`src/verilog/core_config.svh`:
```
`ifndef CORE_CONFIG_SVH
`define CORE_CONFIG_SVH

// datapath and register file
`define WORD_SIZE 16
`define NUM_REGS 4
`define REG_IDX_W 2

// host bus address map
`define WB_ADR_W 3
`define ADR_INSTR 3'd0
`define ADR_RETIRED 3'd1
// r0 to r3 sit at addresses 4 to 7
`define ADR_REG_BASE 3'd4

`endif

```
`src/verilog/core_pkg.sv`:
```
`default_nettype none

`include "core_config.svh"

package core_pkg;

    // ~~~~~~~~~~~~~~~~~~~~~~~~~~~~~~~~~~~~~~~~~~~~~~~~~
    // instruction encoding
    // ~~~~~~~~~~~~~~~~~~~~~~~~~~~~~~~~~~~~~~~~~~~~~~~~~

    typedef enum logic [3:0] {
        OP_ADDI  = 4'd4,
        OP_ORI   = 4'd5,
        OP_LHI   = 4'd6,
        OP_RTYPE = 4'd15
    } opcode_t;

    typedef enum logic [5:0] {
        F_ADD = 6'd0,
        F_SUB = 6'd1,
        F_AND = 6'd2,
        F_OR  = 6'd3,
        F_XOR = 6'd4
    } funct_t;

    typedef struct packed {
        opcode_t                opcode;
        logic [`REG_IDX_W-1:0]  rs;
        logic [`REG_IDX_W-1:0]  rt;
        logic [`REG_IDX_W-1:0]  rd;
        funct_t                 funct;
    } r_fmt_t;

    // rt is the destination in this format
    typedef struct packed {
        opcode_t                opcode;
        logic [`REG_IDX_W-1:0]  rs;
        logic [`REG_IDX_W-1:0]  rt;
        logic [7:0]             imm;
    } i_fmt_t;

    typedef union packed {
        r_fmt_t r;
        i_fmt_t i;
    } instr_t;

    typedef enum logic [2:0] {
        ALU_ADD = 3'd0,
        ALU_SUB = 3'd1,
        ALU_AND = 3'd2,
        ALU_OR  = 3'd3,
        ALU_XOR = 3'd4,
        ALU_LHI = 3'd5
    } alu_op_t;

    // ~~~~~~~~~~~~~~~~~~~~~~~~~~~~~~~~~~~~~~~~~~~~~~~~~
    // pipeline and bus bundles
    // ~~~~~~~~~~~~~~~~~~~~~~~~~~~~~~~~~~~~~~~~~~~~~~~~~

    // b already holds either rt or the extended immediate
    typedef struct packed {
        logic                   valid;
        logic [`WORD_SIZE-1:0]  a;
        logic [`WORD_SIZE-1:0]  b;
        logic [`REG_IDX_W-1:0]  rd;
        alu_op_t                alu_op;
        logic                   reg_write;
    } id_ex_t;

    typedef struct packed {
        logic                   cyc;
        logic                   stb;
        logic                   we;
        logic [`WB_ADR_W-1:0]   adr;
        logic [`WORD_SIZE-1:0]  dat_w;
    } wb_req_t;

    typedef struct packed {
        logic                   ack;
        logic [`WORD_SIZE-1:0]  dat_r;
    } wb_rsp_t;

    typedef struct packed {
        logic                   en;
        logic [`REG_IDX_W-1:0]  idx;
        logic [`WORD_SIZE-1:0]  data;
    } reg_wr_t;

endpackage

`default_nettype wire

```
`src/verilog/decode_stage.sv`:
```
`timescale 1ns/100ps
`default_nettype none

`include "core_config.svh"

module decode_stage (
    input  wire core_pkg::instr_t       instr,
    input  wire                         instr_valid,
    output logic [`REG_IDX_W-1:0]       rs_idx,
    output logic [`REG_IDX_W-1:0]       rt_idx,
    input  wire  [`WORD_SIZE-1:0]       rs_data,
    input  wire  [`WORD_SIZE-1:0]       rt_data,
    input  wire core_pkg::reg_wr_t      fwd,
    output core_pkg::id_ex_t            dec
);

    logic [`WORD_SIZE-1:0] op_s;
    logic [`WORD_SIZE-1:0] op_t;

    // rs and rt sit at the same bits in both formats
    assign rs_idx = instr.r.rs;
    assign rt_idx = instr.r.rt;

    // the instruction in execute has not written back yet, take its result
    assign op_s = (fwd.en && fwd.idx == instr.r.rs) ? fwd.data : rs_data;
    assign op_t = (fwd.en && fwd.idx == instr.r.rt) ? fwd.data : rt_data;

    always_comb begin
        dec           = '0;
        dec.valid     = instr_valid;
        dec.a         = op_s;
        dec.b         = op_t;
        dec.rd        = instr.i.rt;
        dec.alu_op    = core_pkg::ALU_ADD;
        dec.reg_write = 1'b0;
        case (instr.r.opcode)
            core_pkg::OP_RTYPE: begin
                dec.rd        = instr.r.rd;
                dec.reg_write = 1'b1;
                case (instr.r.funct)
                    core_pkg::F_ADD: dec.alu_op = core_pkg::ALU_ADD;
                    core_pkg::F_SUB: dec.alu_op = core_pkg::ALU_SUB;
                    core_pkg::F_AND: dec.alu_op = core_pkg::ALU_AND;
                    core_pkg::F_OR:  dec.alu_op = core_pkg::ALU_OR;
                    core_pkg::F_XOR: dec.alu_op = core_pkg::ALU_XOR;
                    default:         dec.reg_write = 1'b0;
                endcase
            end
            core_pkg::OP_ADDI: begin
                dec.b         = {{(`WORD_SIZE-8){instr.i.imm[7]}}, instr.i.imm};
                dec.reg_write = 1'b1;
            end
            core_pkg::OP_ORI: begin
                dec.b         = {{(`WORD_SIZE-8){1'b0}}, instr.i.imm};
                dec.alu_op    = core_pkg::ALU_OR;
                dec.reg_write = 1'b1;
            end
            core_pkg::OP_LHI: begin
                dec.b         = {instr.i.imm, {(`WORD_SIZE-8){1'b0}}};
                dec.alu_op    = core_pkg::ALU_LHI;
                dec.reg_write = 1'b1;
            end
            default: begin
                // unknown opcode goes down the pipe as a nop
                dec.reg_write = 1'b0;
            end
        endcase
        dec.reg_write = dec.reg_write && instr_valid;
    end

endmodule

`default_nettype wire

```
`src/verilog/execute_stage.sv`:
```
`timescale 1ns/100ps
`default_nettype none

`include "core_config.svh"

module execute_stage (
    input  wire                         clk,
    input  wire                         rst_n,
    input  wire core_pkg::id_ex_t       ex,
    output core_pkg::reg_wr_t           wr,
    output logic                        retired,
    output logic                        busy
);

    logic [`WORD_SIZE-1:0] result;

    always_comb begin
        case (ex.alu_op)
            core_pkg::ALU_ADD: result = ex.a + ex.b;
            core_pkg::ALU_SUB: result = ex.a - ex.b;
            core_pkg::ALU_AND: result = ex.a & ex.b;
            core_pkg::ALU_OR:  result = ex.a | ex.b;
            core_pkg::ALU_XOR: result = ex.a ^ ex.b;
            // decode has already placed the immediate in the high byte
            core_pkg::ALU_LHI: result = ex.b;
            default:           result = '0;
        endcase
    end

    // the register file takes this at the edge closing the execute cycle,
    // and decode sees it in the same cycle as its forward source
    assign wr.en   = ex.valid && ex.reg_write;
    assign wr.idx  = ex.rd;
    assign wr.data = result;

    assign retired = ex.valid;
    assign busy    = ex.valid;

    // operands come from the register file or the forward path
    result_known: assert property (@(posedge clk) disable iff (!rst_n)
        wr.en |-> !$isunknown(wr.data));

endmodule

`default_nettype wire

```
`src/verilog/host_regs.sv`:
```
`timescale 1ns/100ps
`default_nettype none

`include "core_config.svh"

module host_regs (
    input  wire                         clk,
    input  wire                         rst_n,
    input  wire core_pkg::wb_req_t      bus,
    output core_pkg::wb_rsp_t           rsp,
    output core_pkg::instr_t            issue,
    output logic                        issue_valid,
    input  wire core_pkg::reg_wr_t      retire,
    input  wire                         retire_valid,
    input  wire                         ex_busy,
    output logic [`REG_IDX_W-1:0]       reg_rd_idx,
    input  wire  [`WORD_SIZE-1:0]       reg_rd_data
);

    logic                   access;
    logic                   wr_ack;
    logic                   rd_ack;
    logic                   instr_wr;
    logic [`WB_ADR_W-1:0]   reg_off;
    logic [`WORD_SIZE-1:0]  retired_cnt;

    assign access   = bus.cyc && bus.stb;
    // writes never stall, one instruction per cycle can go in
    assign wr_ack   = access && bus.we;
    // hold reads until nothing is left in flight so register data is final
    assign rd_ack   = access && !bus.we && !issue_valid && !ex_busy;
    assign instr_wr = wr_ack && (bus.adr == `ADR_INSTR);

    assign reg_off    = bus.adr - `ADR_REG_BASE;
    assign reg_rd_idx = reg_off[`REG_IDX_W-1:0];

    always_comb begin
        rsp.ack   = wr_ack || rd_ack;
        rsp.dat_r = '0;
        if (reg_off < `WB_ADR_W'(`NUM_REGS)) begin
            rsp.dat_r = reg_rd_data;
        end else if (bus.adr == `ADR_RETIRED) begin
            rsp.dat_r = retired_cnt;
        end
    end

    // the slot is emptied by decode in the very next cycle
    always_ff @(posedge clk) begin
        if (!rst_n) begin
            issue_valid <= 1'b0;
        end else begin
            issue_valid <= instr_wr;
        end
    end

    always_ff @(posedge clk) begin
        if (instr_wr) begin
            issue <= bus.dat_w;
        end
    end

    // nops retire too, so count every valid instruction leaving execute
    always_ff @(posedge clk) begin
        if (!rst_n) begin
            retired_cnt <= '0;
        end else if (retire_valid || retire.en) begin
            retired_cnt <= retired_cnt + 1'b1;
        end
    end

    ack_needs_cycle: assert property (@(posedge clk) disable iff (!rst_n)
        $rose(rsp.ack) |-> bus.cyc && bus.stb);

endmodule

`default_nettype wire

```
`src/verilog/id_ex.sv`:
```
`timescale 1ns/100ps
`default_nettype none

`include "core_config.svh"

module id_ex (
    input  wire                         clk,
    input  wire                         rst_n,
    input  wire core_pkg::id_ex_t       d,
    output core_pkg::id_ex_t            q
);

    logic               valid_q;
    logic               reg_write_q;
    core_pkg::id_ex_t   data_q;

    // ~~~~~~~~~~~~~~~~~~~~~~~~~~~~~~~~~~~~~~~~~~~~~~~~~
    // control flags
    // ~~~~~~~~~~~~~~~~~~~~~~~~~~~~~~~~~~~~~~~~~~~~~~~~~
    always_ff @(posedge clk) begin
        if (!rst_n) begin
            valid_q     <= 1'b0;
            reg_write_q <= 1'b0;
        end else begin
            valid_q     <= d.valid;
            reg_write_q <= d.reg_write;
        end
    end

    // operands, destination and ALU op
    always_ff @(posedge clk) begin
        data_q <= d;
    end

    always_comb begin
        q           = data_q;
        q.valid     = valid_q;
        q.reg_write = reg_write_q;
    end

    alu_op_known: assert property (@(posedge clk) disable iff (!rst_n)
        q.valid |-> !$isunknown(q.alu_op));

endmodule

`default_nettype wire

```
`src/verilog/pipe_core_top.sv`:
```
`timescale 1ns/100ps
`default_nettype none

`include "core_config.svh"

module pipe_core_top (
    input  wire                         clk,
    input  wire                         rst_n,
    input  wire core_pkg::wb_req_t      bus,
    output core_pkg::wb_rsp_t           rsp
);

    core_pkg::instr_t       issue;
    logic                   issue_valid;
    logic [`REG_IDX_W-1:0]  rs_idx;
    logic [`REG_IDX_W-1:0]  rt_idx;
    logic [`REG_IDX_W-1:0]  host_idx;
    logic [`WORD_SIZE-1:0]  rs_data;
    logic [`WORD_SIZE-1:0]  rt_data;
    logic [`WORD_SIZE-1:0]  host_data;
    core_pkg::id_ex_t       dec;
    core_pkg::id_ex_t       ex;
    core_pkg::reg_wr_t      wr;
    logic                   retired;
    logic                   busy;

    host_regs i_host_regs (
        .clk          (clk),
        .rst_n        (rst_n),
        .bus          (bus),
        .rsp          (rsp),
        .issue        (issue),
        .issue_valid  (issue_valid),
        .retire       (wr),
        .retire_valid (retired),
        .ex_busy      (busy),
        .reg_rd_idx   (host_idx),
        .reg_rd_data  (host_data)
    );

    reg_file i_reg_file (
        .clk       (clk),
        .rst_n     (rst_n),
        .rs_idx    (rs_idx),
        .rt_idx    (rt_idx),
        .rs_data   (rs_data),
        .rt_data   (rt_data),
        .host_idx  (host_idx),
        .host_data (host_data),
        .wr        (wr)
    );

    decode_stage i_decode_stage (
        .instr       (issue),
        .instr_valid (issue_valid),
        .rs_idx      (rs_idx),
        .rt_idx      (rt_idx),
        .rs_data     (rs_data),
        .rt_data     (rt_data),
        .fwd         (wr),
        .dec         (dec)
    );

    id_ex i_id_ex (
        .clk   (clk),
        .rst_n (rst_n),
        .d     (dec),
        .q     (ex)
    );

    execute_stage i_execute_stage (
        .clk     (clk),
        .rst_n   (rst_n),
        .ex      (ex),
        .wr      (wr),
        .retired (retired),
        .busy    (busy)
    );

endmodule

`default_nettype wire

```
`src/verilog/reg_file.sv`:
```
`timescale 1ns/100ps
`default_nettype none

`include "core_config.svh"

module reg_file (
    input  wire                         clk,
    input  wire                         rst_n,
    input  wire  [`REG_IDX_W-1:0]       rs_idx,
    input  wire  [`REG_IDX_W-1:0]       rt_idx,
    output logic [`WORD_SIZE-1:0]       rs_data,
    output logic [`WORD_SIZE-1:0]       rt_data,
    input  wire  [`REG_IDX_W-1:0]       host_idx,
    output logic [`WORD_SIZE-1:0]       host_data,
    input  wire core_pkg::reg_wr_t      wr
);

    logic [`WORD_SIZE-1:0] regs [`NUM_REGS];

    // writes land at the edge closing the execute cycle
    always_ff @(posedge clk) begin
        if (!rst_n) begin
            for (int k = 0; k < `NUM_REGS; k++) begin
                regs[k] <= '0;
            end
        end else if (wr.en) begin
            regs[wr.idx] <= wr.data;
        end
    end

    // two ports for decode, one for the host
    assign rs_data   = regs[rs_idx];
    assign rt_data   = regs[rt_idx];
    assign host_data = regs[host_idx];

endmodule

`default_nettype wire
```
`config.mk`:
```
export PLATFORM = sky130hd
export DESIGN_NAME = pipe_core_top
export DESIGN_NICKNAME = d
export VERILOG_FILES = /design/src/verilog/core_pkg.sv /design/src/verilog/decode_stage.sv /design/src/verilog/execute_stage.sv /design/src/verilog/host_regs.sv /design/src/verilog/id_ex.sv /design/src/verilog/pipe_core_top.sv /design/src/verilog/reg_file.sv
export VERILOG_INCLUDE_DIRS = /design/src /design/src/verilog
export SDC_FILE = /design/constraint.sdc
export NUM_CORES = 1
export LEC_CHECK = 0
export BUFFER_PORTS_ARGS = -buffer_cell sky130_fd_sc_hd__buf_2
export CAP_MARGIN = 20
export CORE_MARGIN = 4
export CORE_UTILIZATION = 42
export CTS_BUF_LIST = sky130_fd_sc_hd__clkbuf_4
export DETAILED_ROUTE_END_ITERATION = 10
export PLACE_DENSITY = 0.66
export SYNTH_ARGS = -nofsm -noshare
export SYNTH_HDL_FRONTEND = slang
export SYNTH_SLANG_ARGS = --single-unit
```
`constraint.sdc`:
```
create_clock -name clk -period 3.9 [get_ports clk]
set_input_delay 0.195 -clock clk [delete_from_list [all_inputs] [get_ports clk]]
set_output_delay 0.195 -clock clk [all_outputs]
set_load 0.01 [all_outputs]
```
==> impl_metrics.tcl <==
set metrics [dict create \
    timing.clock.skew_ns 0.02237 \
    placed_cells_incl_taps 1074 \
    portBuffers 40 \
    initial_utilization_pct 43.08 \
    detailroute.via_count 6261 \
    drt-vias-per-instance 5.580 \
    synth.ff_latch_count 140 \
    clk_pin_slew_worst_paths_ns 0.11 \
    timing.critical_path.from_type "flip-flop" \
    cts_root_buffer "sky130_fd_sc_hd__clkbuf_4" \
    finish.instance_area_um2 9439 \
    max_clock_freq_mhz 281.4 \
    post_drt_wl_per_cell_um 18.79 \
    worst_ir_drop_vdd_v 0.0002677 \
    clock_tree.htree_level_count 4 \
    proportion_of_synthesized_flip_flops_having_asynchronous_set_or_reset_pct 0 \
    grt_use_total_pct 19.32 \
    netlist.top_cell.by_area "sky130_fd_sc_hd__edfxtp_1" \
    drt_iter0_markers 520 \
    critical_path_class "reg2reg" \
    finalMaxSlewViolations 0 \
    final-instance-count-excl-fill 1122 \
    yosysTopAreaCellShare_pct 28.37 \
    floorplan.die_area_um2 22500 \
    endpoints_failing_hold 0 \
    fin_crit_sh_pct 91.13 \
    synth_top_flop_cell "sky130_fd_sc_hd__edfxtp_1" \
    drt-pass1-iter-count 7 \
    path_cells "nor2_1 > nand2_2 > nand2_1 > o21ai_0 > fa_1 > nand2b_1 > a21oi_1 > nor2_1 > o21ai_0 > xor2_1 > a21oi_1 > nor2_1" \
    antenna_found_initial 0 \
    yosys_warnings 0 \
    synth_area_leaders "sky130_fd_sc_hd__edfxtp_1 (28%), sky130_fd_sc_hd__dfxtp_1 (14%), sky130_fd_sc_hd__mux4_2 (13%), sky130_fd_sc_hd__ha_1 (7.2%), sky130_fd_sc_hd__nor2_1 (4.5%)" \
    routabilityCongestion 0.7982 \
    yosysUniqueCellTypes 67 \
    static-leakage-power_nw 3.766 \
    synthMostInstantiatedCell "sky130_fd_sc_hd__nor2_1" \
    cts_tree "yes" \
    worst_path_slowest_cell "sky130_fd_sc_hd__nor2_1" \
    syn_area_um2 8467 \
    syn_nets 861 \
    design.portCount 41 \
    endpoint_kind "flip-flop" \
    grt_remaining_overflow 0 \
    max-clock-path-buffers 2 \
    design.core.area_um2 19650 \
    post-place-ws_ns 0.3286 \
    finalWorstPathRequiredPeriod_ns 3.554 \
    report.power.total_mw 3.046 \
    family_with_the_most_delay_on_the_worst_path "simple AND/OR/NAND/NOR gates" \
    wp_data_required_ns 4.18 \
    postSynthAreaPerCell_um2 10.76 \
    run_status "complete, no violations" \
    seq_area_frac_synth_pct 42.56 \
    fillCellCount 1861 \
    syn_inst 787 \
    routed_wirelength_um 21090 \
    area.growth.synth_to_final_pct 11.48 \
    power-per-cell-area_nw_per_um2 322.7 \
    count_of_nets_after_finishing 918 \
    final_layout_size_suffix_gt1_share_pct 19.60 \
    synth.top_cells.by_count "sky130_fd_sc_hd__nor2_1 (101), sky130_fd_sc_hd__edfxtp_1 (80), sky130_fd_sc_hd__nand2_1 (71)" \
    insertion_delay_ns 0.55 \
    cap_viol_max_count 0 \
    max_slew.worst_pin.slew_ns 0.8936 \
    max_stage_delay_ns 0.50 \
    std_cell_rows 51 \
    chipWidth_um 150.0 \
    timing.hold.ws_ns 0.06869 \
    global_route_wire_length_before_repair_um 33430 \
    worstPathBufferInverterCount 0 \
    worstPathMaxFanout 10 \
    cts_bufs_inserted 17 \
    post-dp-hpwl_um 15020 \
    rsz0062_at_grt "no" \
    setup_ws_ns 0.3461 \
    critical_path_arrival_ns 3.83 \
    pin_count_of_the_biggest_net_entering_global_routing 23 \
    synth_enable_flop_cells 80 \
    timing.slew.headroom_pct 40.34 \
    antenna-diode-count 0 \
    post_cts.repair.setup_buffers 0 \
    setup_viol 0 \
    die_y_um 150.0 \
    hold_path_class "in2reg" \
    finalSetupTns_ns 0 \
    cts.sink_count 140 \
    drc_errors 0 \
    detail-route-antenna-nets 0 \
    final_util_pct 48.03 \
    grt_pass1_vias 6100 \
    crit_top_cell "sky130_fd_sc_hd__nor2_1" \
    placed_area_um2 9002 \
]
[power breakdown]
group | switching [mW] | internal, mW | total (mW) | leakage [nW]
sequential | 0.0439 | 1.60 | 1.64 | 1.30
clock | 0.492 | 0.395 | 0.887 | 0.149
combinational | 0.295 | 0.221 | 0.516 | 2.32
total | 0.831 | 2.21 | 3.05 | 3.77
[area by class of cell]
| class | instances | area (um^2) | share of cell area (%) |
|---|---|---|---|
| Clock buffer | 21 | 157.7 | 1.670 |
| Clock inverter | 11 | 100.1 | 1.060 |
| Inverter | 40 | 150.1 | 1.591 |
| Multi-Input combinational cell | 561 | 4528 | 47.97 |
| Sequential cell | 140 | 3603 | 38.18 |
| Tap cell | 265 | 331.6 | 3.513 |
| Timing Repair Buffer | 84 | 568.0 | 6.018 |
[state kept, by name, indices dropped and copies added, names as in the netlist, named ones only]
register / flops
i_host_regs.issue_valid: 1
i_id_ex.q: 37
i_host_regs.issue: 16
i_id_ex.reg_write_q: 1
i_host_regs.retired_cnt: 16
i_reg_file.regs: 64
i_id_ex.valid_q: 1
[worst register-to-register path, stage by stage, from the launching register on]
cell                       delay [ns]
sky130_fd_sc_hd__dfxtp_1         0.33
sky130_fd_sc_hd__nor2_1          0.50
sky130_fd_sc_hd__nand2_2         0.29
sky130_fd_sc_hd__nand2_1         0.12
sky130_fd_sc_hd__o21ai_0         0.14
sky130_fd_sc_hd__fa_1            0.43
sky130_fd_sc_hd__nand2b_1        0.19
sky130_fd_sc_hd__a21oi_1         0.20
sky130_fd_sc_hd__nor2_1          0.10
sky130_fd_sc_hd__o21ai_0         0.24
sky130_fd_sc_hd__xor2_1          0.13
sky130_fd_sc_hd__a21oi_1         0.50
sky130_fd_sc_hd__nor2_1          0.12
[layer usage]
layer | wire length (um) | global-route usage (%)
met1 | 9262 | 26.17
met2 | 10020 | 31.52
met3 | 1305 | 3.301
met4 | 495 | 6.587
met5 | 0 | 0
[timing repair]
item                                    in CTS  in global routing
endpoints found under the setup margin       0                  5
gates resized for setup                      0                  2
hold endpoints to repair                    20                  0
hold buffers                                16                  0
[cell usage in the layout (no fill, tap or decap), types with 27 or more instances in the layout]
master / n
sky130_fd_sc_hd__o21ai_0: 45
sky130_fd_sc_hd__edfxtp_1: 80
sky130_fd_sc_hd__mux4_2: 48
sky130_fd_sc_hd__ha_1: 49
sky130_fd_sc_hd__inv_1: 39
sky130_fd_sc_hd__nor2_1: 101
sky130_fd_sc_hd__nand2_1: 71
sky130_fd_sc_hd__buf_2: 41
sky130_fd_sc_hd__buf_4: 27
sky130_fd_sc_hd__dfxtp_1: 60
sky130_fd_sc_hd__a21oi_1: 35
[kinds of logic (layout without fill, tap and decap cells)]
logic type	after synthesis	count (layout)	synth area share (%)
fa+ha+maj	50	50	7.477
mux	68	68	15.21
compound gates	163	163	12.97
flops	140	140	42.56
buf+inv	86	156	4.182
simple gates	236	236	13.05
xor+xnor	44	44	4.552
[final timing paths]
check	from	to	slack, ns	cells after the start
hold / removal	bus[20]	i_host_regs.issue_valid	0.07	3
hold reg to reg	i_host_regs.issue[10]	flip-flop	0.51	2
setup reg to reg	i_id_ex.q[3]	i_reg_file.regs[2][8]	0.35	12
setup / recovery	i_id_ex.q[3]	i_reg_file.regs[2][8]	0.35	12
Note: power is estimated with default switching activity, not from simulation.
